$ cat src/verilog/ppu_pkg.sv
// --------------------------------------
// PPU shared definitions
// Register map, data widths and video timing
// --------------------------------------

package ppu_pkg;

    // Register indices as seen on paddr
    typedef enum logic [5:0] {
        INIDISP = 6'h00,
        VMAIN   = 6'h15,
        VMADDL  = 6'h16,
        VMADDH  = 6'h17,
        VMDATAL = 6'h18,
        VMDATAH = 6'h19,
        M7A     = 6'h1B,
        M7B     = 6'h1C,
        CGADD   = 6'h21,
        CGDATA  = 6'h22,
        MPYL    = 6'h34,
        MPYM    = 6'h35,
        MPYH    = 6'h36,
        SLHV    = 6'h37,
        RDVRAML = 6'h39,
        RDVRAMH = 6'h3A,
        RDCGRAM = 6'h3B,
        OPHCT   = 6'h3C,
        OPVCT   = 6'h3D,
        STAT78  = 6'h3F
    } reg_index_t;

    typedef logic [14:0] vram_addr_t;
    typedef logic [15:0] vram_word_t;
    typedef logic [14:0] color_t;
    typedef logic [7:0]  cgram_addr_t;
    typedef logic [8:0]  counter_t;

    // Video timing
    localparam int H_TOTAL      = 341;
    localparam int V_TOTAL      = 262;
    localparam int H_VISIBLE    = 256;
    localparam int V_VISIBLE    = 224;
    localparam int FETCH_PERIOD = 8;

endpackage

$ cat src/verilog/vram_port.sv
// --------------------------------------
// VRAM CPU port
// Address register, increment, remap and read prefetch
// --------------------------------------

`timescale 1ns/1ps

module vram_port (
    input  logic                clk,
    input  logic                reset,
    input  logic                vram_op,
    input  ppu_pkg::reg_index_t reg_index,
    input  logic [7:0]          wdata,
    input  logic [4:0]          vmain,
    input  logic                cpu_gnt,
    input  ppu_pkg::vram_word_t rdata,
    output logic                cpu_req,
    output ppu_pkg::vram_addr_t cpu_addr,
    output logic [1:0]          cpu_we,
    output ppu_pkg::vram_word_t cpu_wdata,
    output logic                vram_done,
    output ppu_pkg::vram_word_t prefetch
);
    import ppu_pkg::*;

    vram_addr_t addr;
    vram_addr_t access_addr;
    vram_addr_t step;
    logic       inc_hit;
    logic       addr_load;

    // VMADD writes use the new address in the same cycle
    always_comb begin
        case (reg_index)
            VMADDL:  access_addr = {addr[14:8], wdata};
            VMADDH:  access_addr = {wdata[6:0], addr[7:0]};
            default: access_addr = addr;
        endcase
    end

    // Remap rotates the low 8, 9 or 10 bits left by 3
    always_comb begin
        case (vmain[3:2])
            2'd1:    cpu_addr = {access_addr[14:8], access_addr[4:0], access_addr[7:5]};
            2'd2:    cpu_addr = {access_addr[14:9], access_addr[5:0], access_addr[8:6]};
            2'd3:    cpu_addr = {access_addr[14:10], access_addr[6:0], access_addr[9:7]};
            default: cpu_addr = access_addr;
        endcase
    end

    always_comb begin
        case (vmain[1:0])
            2'd0:    step = 15'd1;
            2'd1:    step = 15'd32;
            default: step = 15'd128;
        endcase
    end

    assign addr_load = reg_index inside {VMADDL, VMADDH};
    assign inc_hit = vmain[4] ? (reg_index inside {VMDATAH, RDVRAMH})
                              : (reg_index inside {VMDATAL, RDVRAML});

    // One request per access, dropped once granted
    assign cpu_req   = vram_op && !vram_done;
    assign cpu_wdata = {wdata, wdata};

    always_comb begin
        cpu_we = 2'b00;
        if (cpu_req && reg_index == VMDATAL) begin
            cpu_we = 2'b01;
        end else if (cpu_req && reg_index == VMDATAH) begin
            cpu_we = 2'b10;
        end
    end

    always_ff @(posedge clk) begin
        if (reset) begin
            addr      <= '0;
            vram_done <= 1'b0;
        end else begin
            vram_done <= cpu_gnt;
            if (cpu_gnt && addr_load) begin
                addr <= access_addr;
            end else if (cpu_gnt && inc_hit) begin
                addr <= addr + step;
            end
        end
    end

    // Memory word of the pre-increment address
    always_ff @(posedge clk) begin
        if (vram_done && (reg_index inside {VMADDL, VMADDH, RDVRAML, RDVRAMH})) begin
            prefetch <= rdata;
        end
    end

endmodule

$ cat config.mk
export PLATFORM = sky130hd
export DESIGN_NAME = vram_port
export DESIGN_NICKNAME = d
export VERILOG_FILES = /design/src/verilog/ppu_pkg.sv /design/src/verilog/vram_port.sv
export SDC_FILE = /design/constraint.sdc
export NUM_CORES = 1
export LEC_CHECK = 0
export BUFFER_PORTS_ARGS = -buffer_cell sky130_fd_sc_hd__clkbuf_2
export CAP_MARGIN = 40
export CORE_MARGIN = 2
export CORE_UTILIZATION = 50
export CTS_CLUSTER_SIZE = 40
export DETAILED_ROUTE_END_ITERATION = 6
export HOLD_SLACK_MARGIN = 0.12
export PLACE_DENSITY_LB_ADDON = 0.3
export RECOVER_POWER = 25
export SETUP_SLACK_MARGIN = 0.15
export SYNTH_ARGS = -nofsm -noshare
export SYNTH_HDL_FRONTEND = slang
export SYNTH_SLANG_ARGS = --single-unit
export TNS_END_PERCENT = 20
$ cat constraint.sdc
create_clock -name clk -period 3.5 [get_ports clk]
set_input_delay 0.175 -clock clk [delete_from_list [all_inputs] [get_ports clk]]
set_output_delay 0.175 -clock clk [all_outputs]
set_load 0.1 [all_outputs]
======== Yosys cells after proc, flatten, opt, wreduce, memory -nomap -nowiden ========
Cells that the tools add are included.
storage, ports and cells
  flip-flop bits (word level) ............. 32
  bits in latches ......................... 0
  memory bits (writable) .................. 0
  memory bits (read-only) ................. 0
  input port bits ......................... 39
  output and inout port bits .............. 51
  word-level logic and storage cells ...... 35
  memories kept ........................... 0
operators by class
  add/subtract/negate cells ............... 1
  $mul .................................... 0
  divide/modulo/power cells ............... 0
  $lt $le $gt $ge ......................... 0
  equality and inequality tests ........... 10
  shift-type cells ........................ 0
  mux-type cells .......................... 8
  bitwise operators ....................... 0
  reductions and logical operators ........ 13
operator list
  operator                                             number
  two-way mux 15 bit                                   2
  case mux 10 bit (3 select lines)                     1
  case mux 15 bit (2 select lines)                     1
  equality test 6 x 5 -> 1 bit, second input constant  4
  case mux 8 bit (2 select lines)                      1
  adder 15 bit                                         1
  equality test 6 bit, second input constant           2
  nonzero test 2 bit                                   4
  logical AND 1 bit                                    6
  equality test 2 x 1 -> 1 bit, second input constant  2
  equality test 2 bit, second input constant           2
  two-way mux 2 bit                                    2
  nonzero test 4 bit                                   1
  zero test 2 bit                                      1
  zero test 1 bit                                      1
  two-way mux 1 bit                                    1

======== Logic depth before layout (Yosys ltp) ========
Gate-level depths: netlist (run 1).
  word-level depth ........................ 6
  gate-level depth with buffers ........... 8
  depth with buffers taken out ............ 8

======== Least setup slack after synthesis (run 1) ========
Ideal clock, no wire load.
  path type ............................... register to output
  start ................................... reg vram_done
  end ..................................... out cpu_we[0]
  arrival time ............................ 3.748 ns
  data required time ...................... 3.325 ns
  path slack .............................. -0.423 ns
  stages on the path, launching flop included .. 4
  path buffers ............................ 0
  path through ............................ dfxtp_1 > nor2b_1 > nand4b_1 > nor2_1
on the way
  cells in the longest elaborated chain, start to end .. 4
RTL lines
  item                    RTL line         RTL
  start, declared         vram_port.sv:21  output logic vram_done,
  start signal, assigned  vram_port.sv:81  vram_done <= cpu_gnt;
  zero test 1 bit         vram_port.sv:64  assign cpu_req = vram_op && !vram_done;
  logical AND 1 bit       vram_port.sv:64
  via cpu_req             vram_port.sv:17  output logic cpu_req,
  logical AND 1 bit       vram_port.sv:69  if (cpu_req && reg_index == VMDATAL) begin
  two-way mux 2 bit       vram_port.sv:69
  end, declared           vram_port.sv:19  output logic [1:0] cpu_we,
The timed path passes the listed nets, and every way through them passes these cells.

======== Final worst setup path (run 1) ========
  start ................................... in reg_index[5]
  end ..................................... out cpu_addr[1]
on the way
  cells in the longest elaborated chain, start to end .. 3
  elaborated cells on any way between the ends .. 4
  classes of those cells .................. eq/ne (2); mux (2)
RTL lines
  item                                  RTL line         RTL
  start, declared                       vram_port.sv:12  input ppu_pkg::reg_index_t reg_index,
  equality test 6 x 5 -> 1 bit          vram_port.sv:34  case (reg_index)
  case mux 15 bit (2 select lines) (*)  vram_port.sv:34
  case mux 10 bit (3 select lines) (*)  vram_port.sv:43  case (vmain[3:2])
  end, declared                         vram_port.sv:18  output ppu_pkg::vram_addr_t cpu_addr,
Every way passes the cells marked *; elsewhere a longest branch is shown, timed or not.

==> summary.txt, run 1 <==
==================================================================================
Nature of the critical path endpoint                                    output pin
Maximum ir drop on the vdd rail                                          0.2313 mV
Clock transition at path regs                                              0.07 ns
Area added between synthesis and finish                                     26.72%
Worst-path maximum fanout                                                        9
Ys async rst share                                                              0%
Number of instances in the synthesized netlist                                 212
Number of flops mapped to enable cells by yosys                                 16
Unrepaired setup endpoints after global routing                                 no
Via-per-instance ratio                                                       5.726
Total Wirelength                                                           5392 um
Cell leakage power                                                        1.192 nW
DIE AREA                                                                 4760 um^2
Count of boundary I/O pins                                                      90
Clock latency at the later pin of the worst-skew pair                      0.29 ns
Synthesized Nets                                                               255
Cells on Worst Hold Path                                                         2
R2r startpoint                                                        addr[0]$_SDFFE_PP0P_
Cell at the root of the clock tree                                    sky130_fd_sc_hd__clkbuf_8
Cell Area, Synth                                                         2112 um^2
Vias after detailed routing                                                  2,010
Detailed-placement wirelength estimate                                     3967 um
Path class of the lowest-slack min-delay path                            in -> reg
Most frequent cell on the critical path                               sky130_fd_sc_hd__clkbuf_2
Post-layout min period                                                    2.515 ns
Family of cells with the greatest summed delay on the critical path   multiplexers
Max_slew headroom                                                           22.43%
Layout cells sized above 1                                                  37.87%
Slack of the worst reg-to-reg path                                         1.18 ns
Routed wirelength normalized by instance count                            15.36 um
Violation count after the first detailed-route iteration                       139
Endpoint arrival time on the critical path                                 2.34 ns
Cells traversed along the worst timing path                           clkbuf_2 -> nor4bb_4 -> and3_2 -> mux2_2 -> mux4_2 -> clkbuf_2
Count of buffer and inverter cells on the critical path                          2
CTS tree                                                                     built
Antenna-violating nets left                                                      0
Global route total overflow                                                      0
Clock buffers created by TritonCTS                                               5
Critical hold path startpoint                                              cpu_gnt
Post-synthesis average cell area                                        9.962 um^2
Routability congestion estimate from global placement                       0.9079
Post-synthesis sequential element count                                         32
Number of gates given a new drive strength after cts                             0
Slowest stage delay, CP                                                    0.48 ns
Number of clock sinks                                                           32
Category of the worst setup path launch point                            input pin
Input/output buffers                                                            89
Final max-slew violation count                                                   0
Ant diodes                                                                       0
Residual DRC count                                                               0
Final period utilization                                                    71.87%
Final hold violation count                                                       0
Cts hold-fix bufs                                                               16
End of the worst hold path                                            vram_done$_SDFF_PP0_
Overall fraction of global-route tracks in use                              24.30%
Dominant register cell in the synthesized netlist                     sky130_fd_sc_hd__edfxtp_1
Slew at the pin with the worst max-slew slack                             1.169 ns
Fraction of the core area covered by cells at the end of the flow           66.43%
Highest achievable clock rate                                            397.6 MHz
Number of violations of the max-capacitance limit                                0
Outcome                                                               complete, no violations
Startpoint-to-endpoint class of the critical path                        in -> out
Core Rows                                                                       23
Total Power                                                              0.9027 mW
Final hold slack                                                         0.1725 ns
Clock tree skew after final layout                                      0.01001 ns
Number of cell instances on the worst register-to-register path                  7
Wire length of the first global-routing pass                               8452 um
Largest net degree at the start of global routing                               17
Setup violations, final                                                          0
Library cells used by synthesis                                                 46
CTS Buffer Depth                                                                 2
Critical path required time                                                3.32 ns
Areal power density over the cells                                    337.3 nW/um^2
Final total negative setup slack                                              0 ns
Vias in the first global route                                               1,819
Detailed-routing iteration count for the pre-antenna-repair pass                 5
Setup bufs post-CTS                                                              0
Antenna violations before repair                                                 0
Syn. warnings                                                                    0
Sequential share of the synthesized area                                    37.91%
Core outline area                                                        4029 um^2
Starting density of the core                                                52.42%
Crit path setup slack, layout                                            0.9846 ns
Overall die width                                                         68.99 um
Highest-count cells in the layout ignoring fill and taps              sky130_fd_sc_hd__clkbuf_2, sky130_fd_sc_hd__nand2_1, sky130_fd_sc_hd__dfxtp_1, sky130_fd_sc_hd__dlygate4sd3_1, sky130_fd_sc_hd__edfxtp_1
Leading cell type in the layout, fill and taps excluded               sky130_fd_sc_hd__clkbuf_2
Terminus of the critical flop-to-flop path                            addr[14]$_SDFFE_PP0P_
Number of nets in the layout                                                   343
Slowest stage cell on the critical path                               sky130_fd_sc_hd__mux4_2
Worst setup slack before clock tree synthesis                            0.9983 ns
Die height                                                                68.99 um
Number of H-tree branching levels                                                2
==================================================================================
synthesized netlist by cell type, drive strengths merged (2+ instances only):
cell / instances / area share (%)
or3: 2 / 0.59
ha: 4 / 2.4
a2bb2oi: 2 / 0.83
xnor2: 2 / 0.83
edfxtp: 16 / 23
a31oi: 8 / 2.4
mux2: 12 / 6.8
o21ai: 9 / 2.1
nand4b: 2 / 0.83
nor2b: 5 / 1.5
a21oi: 15 / 3.6
nand4: 5 / 1.8
nand3: 11 / 2.8
nor3: 4 / 0.95
mux2i: 9 / 4.3
and3: 6 / 2.0
nand2: 16 / 2.8
buf: 21 / 8.4
o211ai: 5 / 2.0
inv: 8 / 1.4
o32a: 4 / 1.9
clkbuf: 4 / 0.71
mux4: 3 / 3.2
dfxtp: 16 / 15
nor2: 8 / 1.4
stage by stage:
step | cell area, um^2 | std cells
6_report | 2676 | 351
5_1_grt | 2676 | 351
4_1_cts | 2686 | 351
3_5_place_dp | 2439 | 327
3_3_place_gp | 2439 | 327
2_1_floorplan | 2115 | 212
layer usage:
layer / GRT usage, % / vias up / share of wire [%] / routed length (um)
met5: 0 / - / 0 / 0
met4: 8.088 / 0 / 1.4 / 77
met3: 4.545 / 9 / 8.5 / 458
met2: 41.59 / 106 / 46 / 2495
met1: 30.75 / 929 / 44 / 2361
li1: - / 966 / - / -
sequential cells by signal, indices dropped and copies added (netlist names):
signal     flops
prefetch      16
addr          15
vram_done      1
worst reg2reg max path, delay by kind of cell, from the launching register on:
kind	cells	cell delay, ns
compound gates	2	0.68
simple gates	3	0.78
flops	1	0.36
fa+ha+maj	2	0.44
cell type report:
type | count | area (um^2)
fillers | 340 | 1353
multi-input cells | 147 | 1092
flip-flops and latches | 32 | 800.8
repair buffers | 106 | 603.1
clock buffers | 5 | 68.82
well taps | 50 | 62.56
inverters | 8 | 30.03
clock inverters | 3 | 18.77
where the power goes:
part | switching (mW) | leakage [nW] | internal [mW]
clock | 0.144 | 0.0479 | 0.138
combinational | 0.170 | 0.871 | 0.0537
sequential | 0.00128 | 0.273 | 0.395
total | 0.315 | 1.19 | 0.587
cell families (layout without fill, tap and decap cells):
family,Yosys count,in the layout,share of synthesized area (%)
adders and majority gates,4,4,2.370
AOI/OAI and AO/OA,51,51,16.00
DFF,32,32,37.91
and+or+nand+nor,66,66,18.19
xor gates and xnor gates,2,2,0.8295
buffers and inverters,33,122,10.49
muxes,24,24,14.22
worst max path at each step:
| stage | startpoint | end | cells after the start |
|---|---|---|---|
| finish | reg_index[5] | cpu_addr[1] | 6 |
| CTS | reg_index[5] | cpu_addr[1] | 6 |
| floorplan | vram_done$_SDFF_PP0_ | cpu_we[0] | 3 |
| detailed placement | reg_index[5] | cpu_addr[1] | 6 |
| global placement | reg_index[5] | cpu_addr[1] | 6 |
| global route | reg_index[5] | cpu_addr[1] | 7 |
(Power assumes the default switching activity.)
==> run 2: changes to the inputs <==
--- a/config.mk
+++ b/config.mk
@@ -5,10 +5,11 @@
 export SDC_FILE = /design/constraint.sdc
 export NUM_CORES = 1
 export LEC_CHECK = 0
+export ABC_AREA = 1
 export BUFFER_PORTS_ARGS = -buffer_cell sky130_fd_sc_hd__clkbuf_2
 export CAP_MARGIN = 40
 export CORE_MARGIN = 2
-export CORE_UTILIZATION = 50
+export CORE_UTILIZATION = 45
 export CTS_CLUSTER_SIZE = 40
 export DETAILED_ROUTE_END_ITERATION = 6
 export HOLD_SLACK_MARGIN = 0.12
==> constraint.sdc (replaced) <==
create_clock -name clk -period 2.1 [get_ports clk]
set_input_delay 0.105 -clock clk [delete_from_list [all_inputs] [get_ports clk]]
set_output_delay 0.105 -clock clk [all_outputs]
set_load 0.1 [all_outputs]
==> run 2 against run 1 <==
  * First-iteration DRC count rose by 32%
  * The flow now finishes with violations (DRC)
  * Clock-buffer cell count did not move
  * Setup slack got worse by 0.67 ns
  * Synthesized cell count rose by 73%
  * Sequential cell count did not move
  * Final cell count rose by 50%
  * Global-route usage fell by 0.87 points
  * Largest power group unchanged
  * Non-clock buffer count rose by 2
  * Sequential share of layout area fell by 5.6 points
  * Critical path depth rose by 4
  * Routed wire length rose by 25%
==> summary.txt, run 2 <==
================================================================================
Ant diodes                                                                     0   unchanged
DIE AREA                                                               5895 um^2   was 4760 um^2
Violations in the final reports                                              DRC
Residual DRC count                                                             1   was 0
Antenna-violating nets left                                                    0   unchanged
Critical hold path startpoint                                              reset   was cpu_gnt
Post-placement cell count                                                    500   was 327
Most used standard cell by instance count after synthesis           sky130_fd_sc_hd__nand2_1
Number of flops mapped to enable cells by yosys                               16   unchanged
Total Wirelength                                                         6717 um   was 5392 um
Maximum ir drop on the vdd rail                                        0.4215 mV   was 0.2313 mV
Areal power density over the cells                                  524.9 nW/um^2   was 337.3 nW/um^2
Detailed-placement wirelength estimate                                   4800 um   was 3967 um
Antenna violations before repair                                               0   unchanged
R2r startpoint                                                      addr[0]$_SDFFE_PP0P_   unchanged
Routability congestion estimate from global placement                     0.8530   was 0.9079
Input/output buffers                                                          89   unchanged
Net switching power                                                    0.5939 mW   was 0.3154 mW
Slew at the pin with the worst max-slew slack                           1.177 ns   was 1.169 ns
Number of clock sinks                                                         32   unchanged
Met3 routed wirelength                                                    499 um   was 458 um
Core outline area                                                      5107 um^2   was 4029 um^2
Cell Area, Synth                                                       2384 um^2   was 2112 um^2
Category of the worst setup path launch point                          input pin   unchanged
Detailed-routing iteration count for the pre-antenna-repair pass               7   was 5
Clock power frac                                                           36.4%   was 31.2%
Global route total overflow                                                    0   unchanged
Dominant register cell in the synthesized netlist                   sky130_fd_sc_hd__edfxtp_1   unchanged
Final hold violation count                                                     0   unchanged
Ys async rst share                                                            0%   unchanged
Vias in the first global route                                             2,498   was 1,819
Max_slew headroom                                                         21.89%   was 22.43%
Critical path required time                                              2.00 ns   was 3.32 ns
Count of boundary I/O pins                                                    90   unchanged
Core Rows                                                                     26   was 23
Overall fraction of global-route tracks in use                            23.43%   was 24.30%
Library cells used by synthesis                                               28   was 46
Violation count after the first detailed-route iteration                     183   was 139
Wire length of the first global-routing pass                           11,150 um   was 8452 um
Layout cells sized above 1                                                22.86%   was 37.87%
Nature of the critical path endpoint                                  output pin   unchanged
Path class of the lowest-slack min-delay path                          in -> reg   unchanged
Number of nets in the layout                                                 497   was 343
Syn. warnings                                                                  0   unchanged
DR WL met2                                                               3297 um   was 2495 um
Endpoint arrival time on the critical path                               1.68 ns   was 2.34 ns
DRT met1 WL                                                              2731 um   was 2361 um
Vias after detailed routing                                                2,681   was 2,010
Non-filler cells, final                                                      525   was 351
Share of Yosys cell area claimed by the top area cell type                20.16%   was 22.75%
Post-synthesis sequential element count                                       32   unchanged
Post-synthesis average cell area                                      6.512 um^2   was 9.962 um^2
Outcome                                                             finished with violations   was complete, no violations
Setup violations, final                                                        0   unchanged
Most flop-heavy register                                                prefetch   unchanged
Routed wirelength normalized by instance count                          12.79 um   was 15.36 um
Terminus of the critical flop-to-flop path                          addr[10]$_SDFFE_PP0P_   was addr[14]$_SDFFE_PP0P_
Number of instances in the synthesized netlist                               366   was 212
Switching Share                                                           34.42%   was 34.94%
Unrepaired setup endpoints after global routing                              yes   was no
Leading cell type in the layout, fill and taps excluded             sky130_fd_sc_hd__nand2_1   was sky130_fd_sc_hd__clkbuf_2
Clock buffers created by TritonCTS                                             5   unchanged
Registers with the highest flip-flop counts                         prefetch: 16 flops, addr: 15 flops, vram_done: 1 flops   unchanged
Number of violations of the max-capacitance limit                              0   unchanged
Area added between synthesis and finish                                   37.90%   was 26.72%
Yosys top cell by area                                              sky130_fd_sc_hd__edfxtp_1   unchanged
Cells on Worst Hold Path                                                       2   unchanged
Max reg flops                                                                 16   unchanged
CTS tree                                                                   built   unchanged
Ranking of synthesized cells by area                                sky130_fd_sc_hd__edfxtp_1, sky130_fd_sc_hd__nand2_1, sky130_fd_sc_hd__dfxtp_1, sky130_fd_sc_hd__nand3_1, sky130_fd_sc_hd__inv_1   was sky130_fd_sc_hd__edfxtp_1, sky130_fd_sc_hd__dfxtp_1, sky130_fd_sc_hd__buf_4, sky130_fd_sc_hd__mux2_2, sky130_fd_sc_hd__mux2i_1
Uppermost metal layer occupied by signal nets                               met4   unchanged
Sequential share of the synthesized area                                  33.60%   was 37.91%
Number of H-tree branching levels                                              2   unchanged
Worst-path maximum fanout                                                     11   was 9
Clock latency at the later pin of the worst-skew pair                    0.30 ns   was 0.29 ns
Final period utilization                                                  85.24%
Starting density of the core                                              46.67%   was 52.42%
Final max-slew violation count                                                 0   unchanged
Fraction of power consumed by sequential logic                             38.6%   was 43.9%
Internal power component                                                1.131 mW   was 0.5873 mW
Fraction of the core area covered by cells at the end of the flow         64.36%   was 66.43%
Cell at the root of the clock tree                                  sky130_fd_sc_hd__clkbuf_8   unchanged
Cell leakage power                                                      1.579 nW   was 1.192 nW
Via-per-instance ratio                                                     5.107   was 5.726
Synthesized Nets                                                             409   was 255
Number of cell instances on the worst register-to-register path               13   was 7
Startpoint-to-endpoint class of the critical path                      in -> out   unchanged
CTS Buffer Depth                                                               2   unchanged
Overall die width                                                       76.78 um   was 68.99 um
Post-layout min period                                                  1.790 ns
Combinational cell fraction of total power                                 24.9%   was 24.8%
Highest achievable clock rate                                          558.7 MHz
Slack of the worst reg-to-reg path                                       0.34 ns   was 1.18 ns
End of the worst hold path                                          addr[1]$_SDFFE_PP0P_   was vram_done$_SDFF_PP0_
Clock tree skew after final layout                                    0.01020 ns   was 0.01001 ns
Die height                                                              76.78 um   was 68.99 um
Largest net degree at the start of global routing                             27   was 17
Synth top cells by count                                            sky130_fd_sc_hd__nand2_1, sky130_fd_sc_hd__nand3_1, sky130_fd_sc_hd__inv_1   was sky130_fd_sc_hd__buf_4, sky130_fd_sc_hd__dfxtp_1, sky130_fd_sc_hd__edfxtp_1, sky130_fd_sc_hd__nand2_1, sky130_fd_sc_hd__a21oi_1
Clock transition at path regs                                            0.08 ns   was 0.07 ns
Highest-count cells in the layout ignoring fill and taps            sky130_fd_sc_hd__nand2_1, sky130_fd_sc_hd__clkbuf_2, sky130_fd_sc_hd__nand3_1   was sky130_fd_sc_hd__clkbuf_2, sky130_fd_sc_hd__nand2_1, sky130_fd_sc_hd__dfxtp_1, sky130_fd_sc_hd__dlygate4sd3_1, sky130_fd_sc_hd__edfxtp_1
Setup bufs post-CTS                                                            0   unchanged
================================================================================
run 2: worst max-delay path by stage:
stage	startpoint	end	slack [ns]	depth (start not counted)
finish	reg_index[5]	cpu_addr[1]	0.31	10
global route	reg_index[5]	cpu_addr[1]	0.12	10
CTS	reg_index[5]	cpu_addr[4]	0.27	10
detailed placement	reg_index[3]	cpu_addr[4]	0.28	10
global placement	reg_index[5]	cpu_addr[4]	0.35	10
floorplan	reg_index[3]	addr[11]$_SDFFE_PP0P_	-0.45	10
run 2: critical path, cell delays in order:
cell and delay (ns):
sky130_fd_sc_hd__clkbuf_2 0.09, sky130_fd_sc_hd__inv_1 0.04, sky130_fd_sc_hd__nand2_1 0.06, sky130_fd_sc_hd__nor2_2 0.31, sky130_fd_sc_hd__nand2_1 0.33, sky130_fd_sc_hd__nand2_1 0.17
sky130_fd_sc_hd__and2_1 0.19, sky130_fd_sc_hd__nand2_1 0.07, sky130_fd_sc_hd__nand4_1 0.14, sky130_fd_sc_hd__buf_12 0.19
run 2: power groups by stage:
stage | logic, mW | registers [mW] | clock network (mW)
after global placement | 0.400 | 0.680 | 0
after CTS | 0.429 | 0.667 | 0.631
after floorplan | 0.290 | 0.703 | 0
final | 0.430 | 0.667 | 0.628
after detailed placement | 0.405 | 0.681 | 0
after global routing | 0.452 | 0.667 | 0.651
run 2: layer usage:
layer	vias to the layer above	global-route usage, %
met2	115	40.61
met3	16	5.412
li1	1341	-
met1	1209	28.02
met5	-	0
met4	0	9.091
run 2: timing repair:
| action | CTS | global route |
|---|---|---|
| endpoints found under the hold margin | 17 | 0 |
| endpoints found under the setup margin | 0 | 10 |
| resized for setup | 0 | 3 |
| hold buffers | 17 | 0 |
run 2: kinds of logic after synthesis:
logic type	count (synthesis)	synth area share, %
AOI/OAI and AO/OA	26	5.564
xor gates and xnor gates	2	0.7350
adders and majority gates	4	2.100
buffers and inverters	73	14.54
DFF	32	33.60
muxes	1	0.4724
and+or+nand+nor	228	42.99
run 2: area by class of cell:
type / instances / area [um^2]
clock inverters: 3 / 46.29
inverters: 46 / 172.7
fillers: 490 / 1821
repair buffers: 108 / 844.6
clock buffers: 5 / 68.82
multi-input cells: 261 / 1266
well taps: 70 / 87.58
flip-flops and latches: 32 / 800.8
run 2: per-stage QoR:
stage / worst slack (ns) / instance area, um^2 / hold slack, ns / TNS (ns) / total power, mW
2_1_floorplan: -0.4468 / 2406 / 0.1741 / -2.959 / 0.9932
3_3_place_gp: 0.3451 / 3005 / 0.2821 / 0 / 1.080
3_5_place_dp: 0.2750 / 3005 / 0.2845 / 0 / 1.086
4_1_cts: 0.2674 / 3291 / 0.1876 / 0 / 1.727
5_1_grt: 0.1169 / 3287 / 0.2055 / 0 / 1.771
6_report: 0.3100 / 3287 / 0.2057 / 0 / 1.725
==> run 3: changes to the inputs <==
--- a/config.mk
+++ b/config.mk
@@ -8,9 +8,11 @@
 export ABC_AREA = 1
 export BUFFER_PORTS_ARGS = -buffer_cell sky130_fd_sc_hd__clkbuf_2
 export CAP_MARGIN = 40
+export CELL_PAD_IN_SITES_DETAIL_PLACEMENT = 1
+export CELL_PAD_IN_SITES_GLOBAL_PLACEMENT = 1
 export CORE_MARGIN = 2
-export CORE_UTILIZATION = 45
-export CTS_CLUSTER_SIZE = 40
+export CORE_UTILIZATION = 30
+export CTS_CLUSTER_SIZE = 28
 export DETAILED_ROUTE_END_ITERATION = 6
 export HOLD_SLACK_MARGIN = 0.12
 export PLACE_DENSITY_LB_ADDON = 0.3
==> run 3 against run 2 <==
  * The run now ends clean
  * Clock-buffer cell count did not move
  * Critical path depth did not move
  * Hold slack improved by 0.011 ns
  * Setup slack improved by 0.0010 ns
  * Sequential share of layout area fell by 0.24 points
  * Sequential cell count did not move
  * Routed wire length rose by 15%
  * Die area rose by 47%
  * Register-to-register slack barely moved
  * Critical path type unchanged
  * Critical endpoint is now cpu_addr[6]
  * Largest cell class unchanged
  * Largest power group unchanged
==> summary.txt, run 3 (same netlist as run 2, synthesis figures left out) <==
===============================================================================
Post-Place Cell Area                                                  3045 um^2   was 3005 um^2
Largest net degree at the start of global routing                            27   unchanged
Registers with the highest flip-flop counts                        prefetch: 16 flops, addr: 15 flops, vram_done: 1 flops   unchanged
Highest achievable clock rate                                         559.0 MHz   was 558.7 MHz
Summed area of non-filler cells in the final layout                   3319 um^2   was 3287 um^2
Endpoint arrival time on the critical path                              1.68 ns   about the same
Clock buffers created by TritonCTS                                            5   unchanged
Residual DRC count                                                            0   was 1
Overall fraction of global-route tracks in use                           18.70%   was 23.43%
Highest-count cells in the layout ignoring fill and taps           sky130_fd_sc_hd__nand2_1, sky130_fd_sc_hd__clkbuf_2, sky130_fd_sc_hd__nand3_1   unchanged
Vias in the first global route                                            2,767   was 2,498
Path class of the lowest-slack min-delay path                         in -> reg   unchanged
Clock latency at the later pin of the worst-skew pair                   0.29 ns   was 0.30 ns
Startpoint-to-endpoint class of the critical path                     in -> out   unchanged
Number of nets in the layout                                                497   unchanged
Wire length of the first global-routing pass                          12,900 um   was 11,150 um
Final total negative setup slack                                           0 ns   unchanged
Worst setup slack before clock tree synthesis                         0.2584 ns   was 0.2750 ns
Total Wirelength                                                        7694 um   was 6717 um
Critical path required time                                             2.00 ns   about the same
Crit path setup slack, layout                                         0.3110 ns   was 0.3100 ns
Filler cell count                                                         1,005   was 490
Final hold violation count                                                    0   unchanged
Violation count after the first detailed-route iteration                     88   was 183
Post-layout min period                                                 1.789 ns   was 1.790 ns
Ant diodes                                                                    0   unchanged
Slew at the pin with the worst max-slew slack                          1.170 ns   was 1.177 ns
Input/output buffers                                                         89   unchanged
Routability congestion estimate from global placement                    0.8496   was 0.8530
DIE AREA                                                              8674 um^2   was 5895 um^2
Final max-slew violation count                                                0   unchanged
Overall die width                                                      93.14 um   was 76.78 um
Vias after detailed routing                                               2,657   was 2,681
Via-per-instance ratio                                                    4.770   was 5.107
Max reg flops                                                                16   unchanged
Leading cell type in the layout, fill and taps excluded            sky130_fd_sc_hd__nand2_1   unchanged
Starting density of the core                                             30.85%   was 46.67%
Maximum ir drop on the vdd rail                                       0.3188 mV   was 0.4215 mV
Cell at the root of the clock tree                                 sky130_fd_sc_hd__clkbuf_8   unchanged
Final hold slack                                                      0.2171 ns   was 0.2057 ns
Core outline area                                                     7727 um^2   was 5107 um^2
Cell leakage power                                                     1.581 nW   was 1.579 nW
Detailed-placement wirelength estimate                                  5989 um   was 4800 um
Detailed-routing iteration count for the pre-antenna-repair pass              4   was 7
Cells traversed along the worst timing path                        clkbuf_2 -> inv_1 -> nand2_1 -> nor2_2 -> nand2_1 -> nand2_1 -> and2_1 -> nand2_1 -> o21ai_1 -> buf_12   was clkbuf_2 -> inv_1 -> nand2_1 -> nor2_2 -> nand2_1 -> nand2_1 -> and2_1 -> nand2_1 -> nand4_1 -> buf_12
Clock tree skew after final layout                                  0.004938 ns   was 0.01020 ns
Final period utilization                                                 85.19%   was 85.24%
Areal power density over the cells                                 513.4 nW/um^2   was 524.9 nW/um^2
Most frequent cell on the critical path                            sky130_fd_sc_hd__nand2_1   unchanged
Max_slew headroom                                                        22.30%   was 21.89%
Core Rows                                                                    32   was 26
Setup bufs post-CTS                                                           0   unchanged
Unrepaired setup endpoints after global routing                             yes   unchanged
CTS tree                                                                  built   unchanged
Outcome                                                            complete, no violations   was finished with violations
Count of boundary I/O pins                                                   90   unchanged
Antenna violations before repair                                              0   unchanged
Layout cells sized above 1                                               22.64%   was 22.86%
Number of clock sinks                                                        32   unchanged
Setup violations, final                                                       0   unchanged
Slowest stage cell on the critical path                            sky130_fd_sc_hd__nand2_1   unchanged
CTS Buffer Depth                                                              2   unchanged
Most flop-heavy register                                               prefetch   unchanged
Number of violations of the max-capacitance limit                             0   unchanged
Clock transition at path regs                                           0.07 ns   was 0.08 ns
Antenna-violating nets left                                                   0   unchanged
Area added between synthesis and finish                                  39.26%   was 37.90%
Category of the worst setup path launch point                         input pin   unchanged
Worst-path maximum fanout                                                    10   was 11
Routed wirelength normalized by instance count                         13.81 um   was 12.79 um
Die height                                                             93.14 um   was 76.78 um
Slowest stage delay, CP                                                 0.28 ns   was 0.33 ns
Nature of the critical path endpoint                                 output pin   unchanged
Global route total overflow                                                   0   unchanged
Number of H-tree branching levels                                             2   unchanged
===============================================================================
-- run 3: power by group --
group,internal (mW),switching [mW]
sequential,0.661,0.00587
clock,0.351,0.254
combinational,0.113,0.320
total,1.13,0.579
-- run 3: critical path, delay by kind of cell --
family          cells  cell delay (ns)
simple gates        6             1.06
buf+inv             3             0.35
compound gates      1             0.17
-- run 3: final timing paths --
| kind | from | end | slack, ns | cells past startpoint |
|---|---|---|---|---|
| max | reg_index[5] | cpu_addr[6] | 0.31 | 10 |
| min | reset | addr[8]$_SDFFE_PP0P_ | 0.22 | 2 |
| max reg2reg | addr[0]$_SDFFE_PP0P_ | addr[10]$_SDFFE_PP0P_ | 0.33 | 13 |
| min reg2reg | addr[5]$_SDFFE_PP0P_ | addr[5]$_SDFFE_PP0P_ | 0.52 | 2 |
-- run 3: metal layers --
metal / part of all wire, % / track usage, % / vias to the layer above
li1: - / - / 1341
met1: 43 / 22.03 / 1241
met2: 50 / 33.33 / 67
met3: 5.1 / 5.479 / 8
met4: 1.4 / 4.534 / 0
met5: 0 / 0 / -
-- run 3: cell type report --
type	instances	area, um^2	area share (%)
multi-input combinational	261	1261	37.99
timing repair buffer	108	845.8	25.48
sequential	32	800.8	24.12
inverter	46	172.7	5.202
tap	102	127.6	3.845
clock buffer	5	68.82	2.073
clock inverter	3	42.54	1.282
-- run 3: through the flow --
| step | utilization, % | power (mW) | instances |
|---|---|---|---|
| 2_1_floorplan | - | 0.9932 | 366 |
| 3_3_place_gp | 39.41 | 1.086 | 532 |
| 3_5_place_dp | 39.41 | 1.091 | 532 |
| 4_1_cts | 43.05 | 1.721 | 557 |
| 5_1_grt | 42.96 | 1.770 | 557 |
| 6_report | 42.96 | 1.704 | 557 |
-- run 3: repair_timing --
action	in CTS	in global routing
endpoints found under the hold margin	17	0
resized for setup	0	1
endpoints found under the setup margin	0	8
hold buffers	17	0
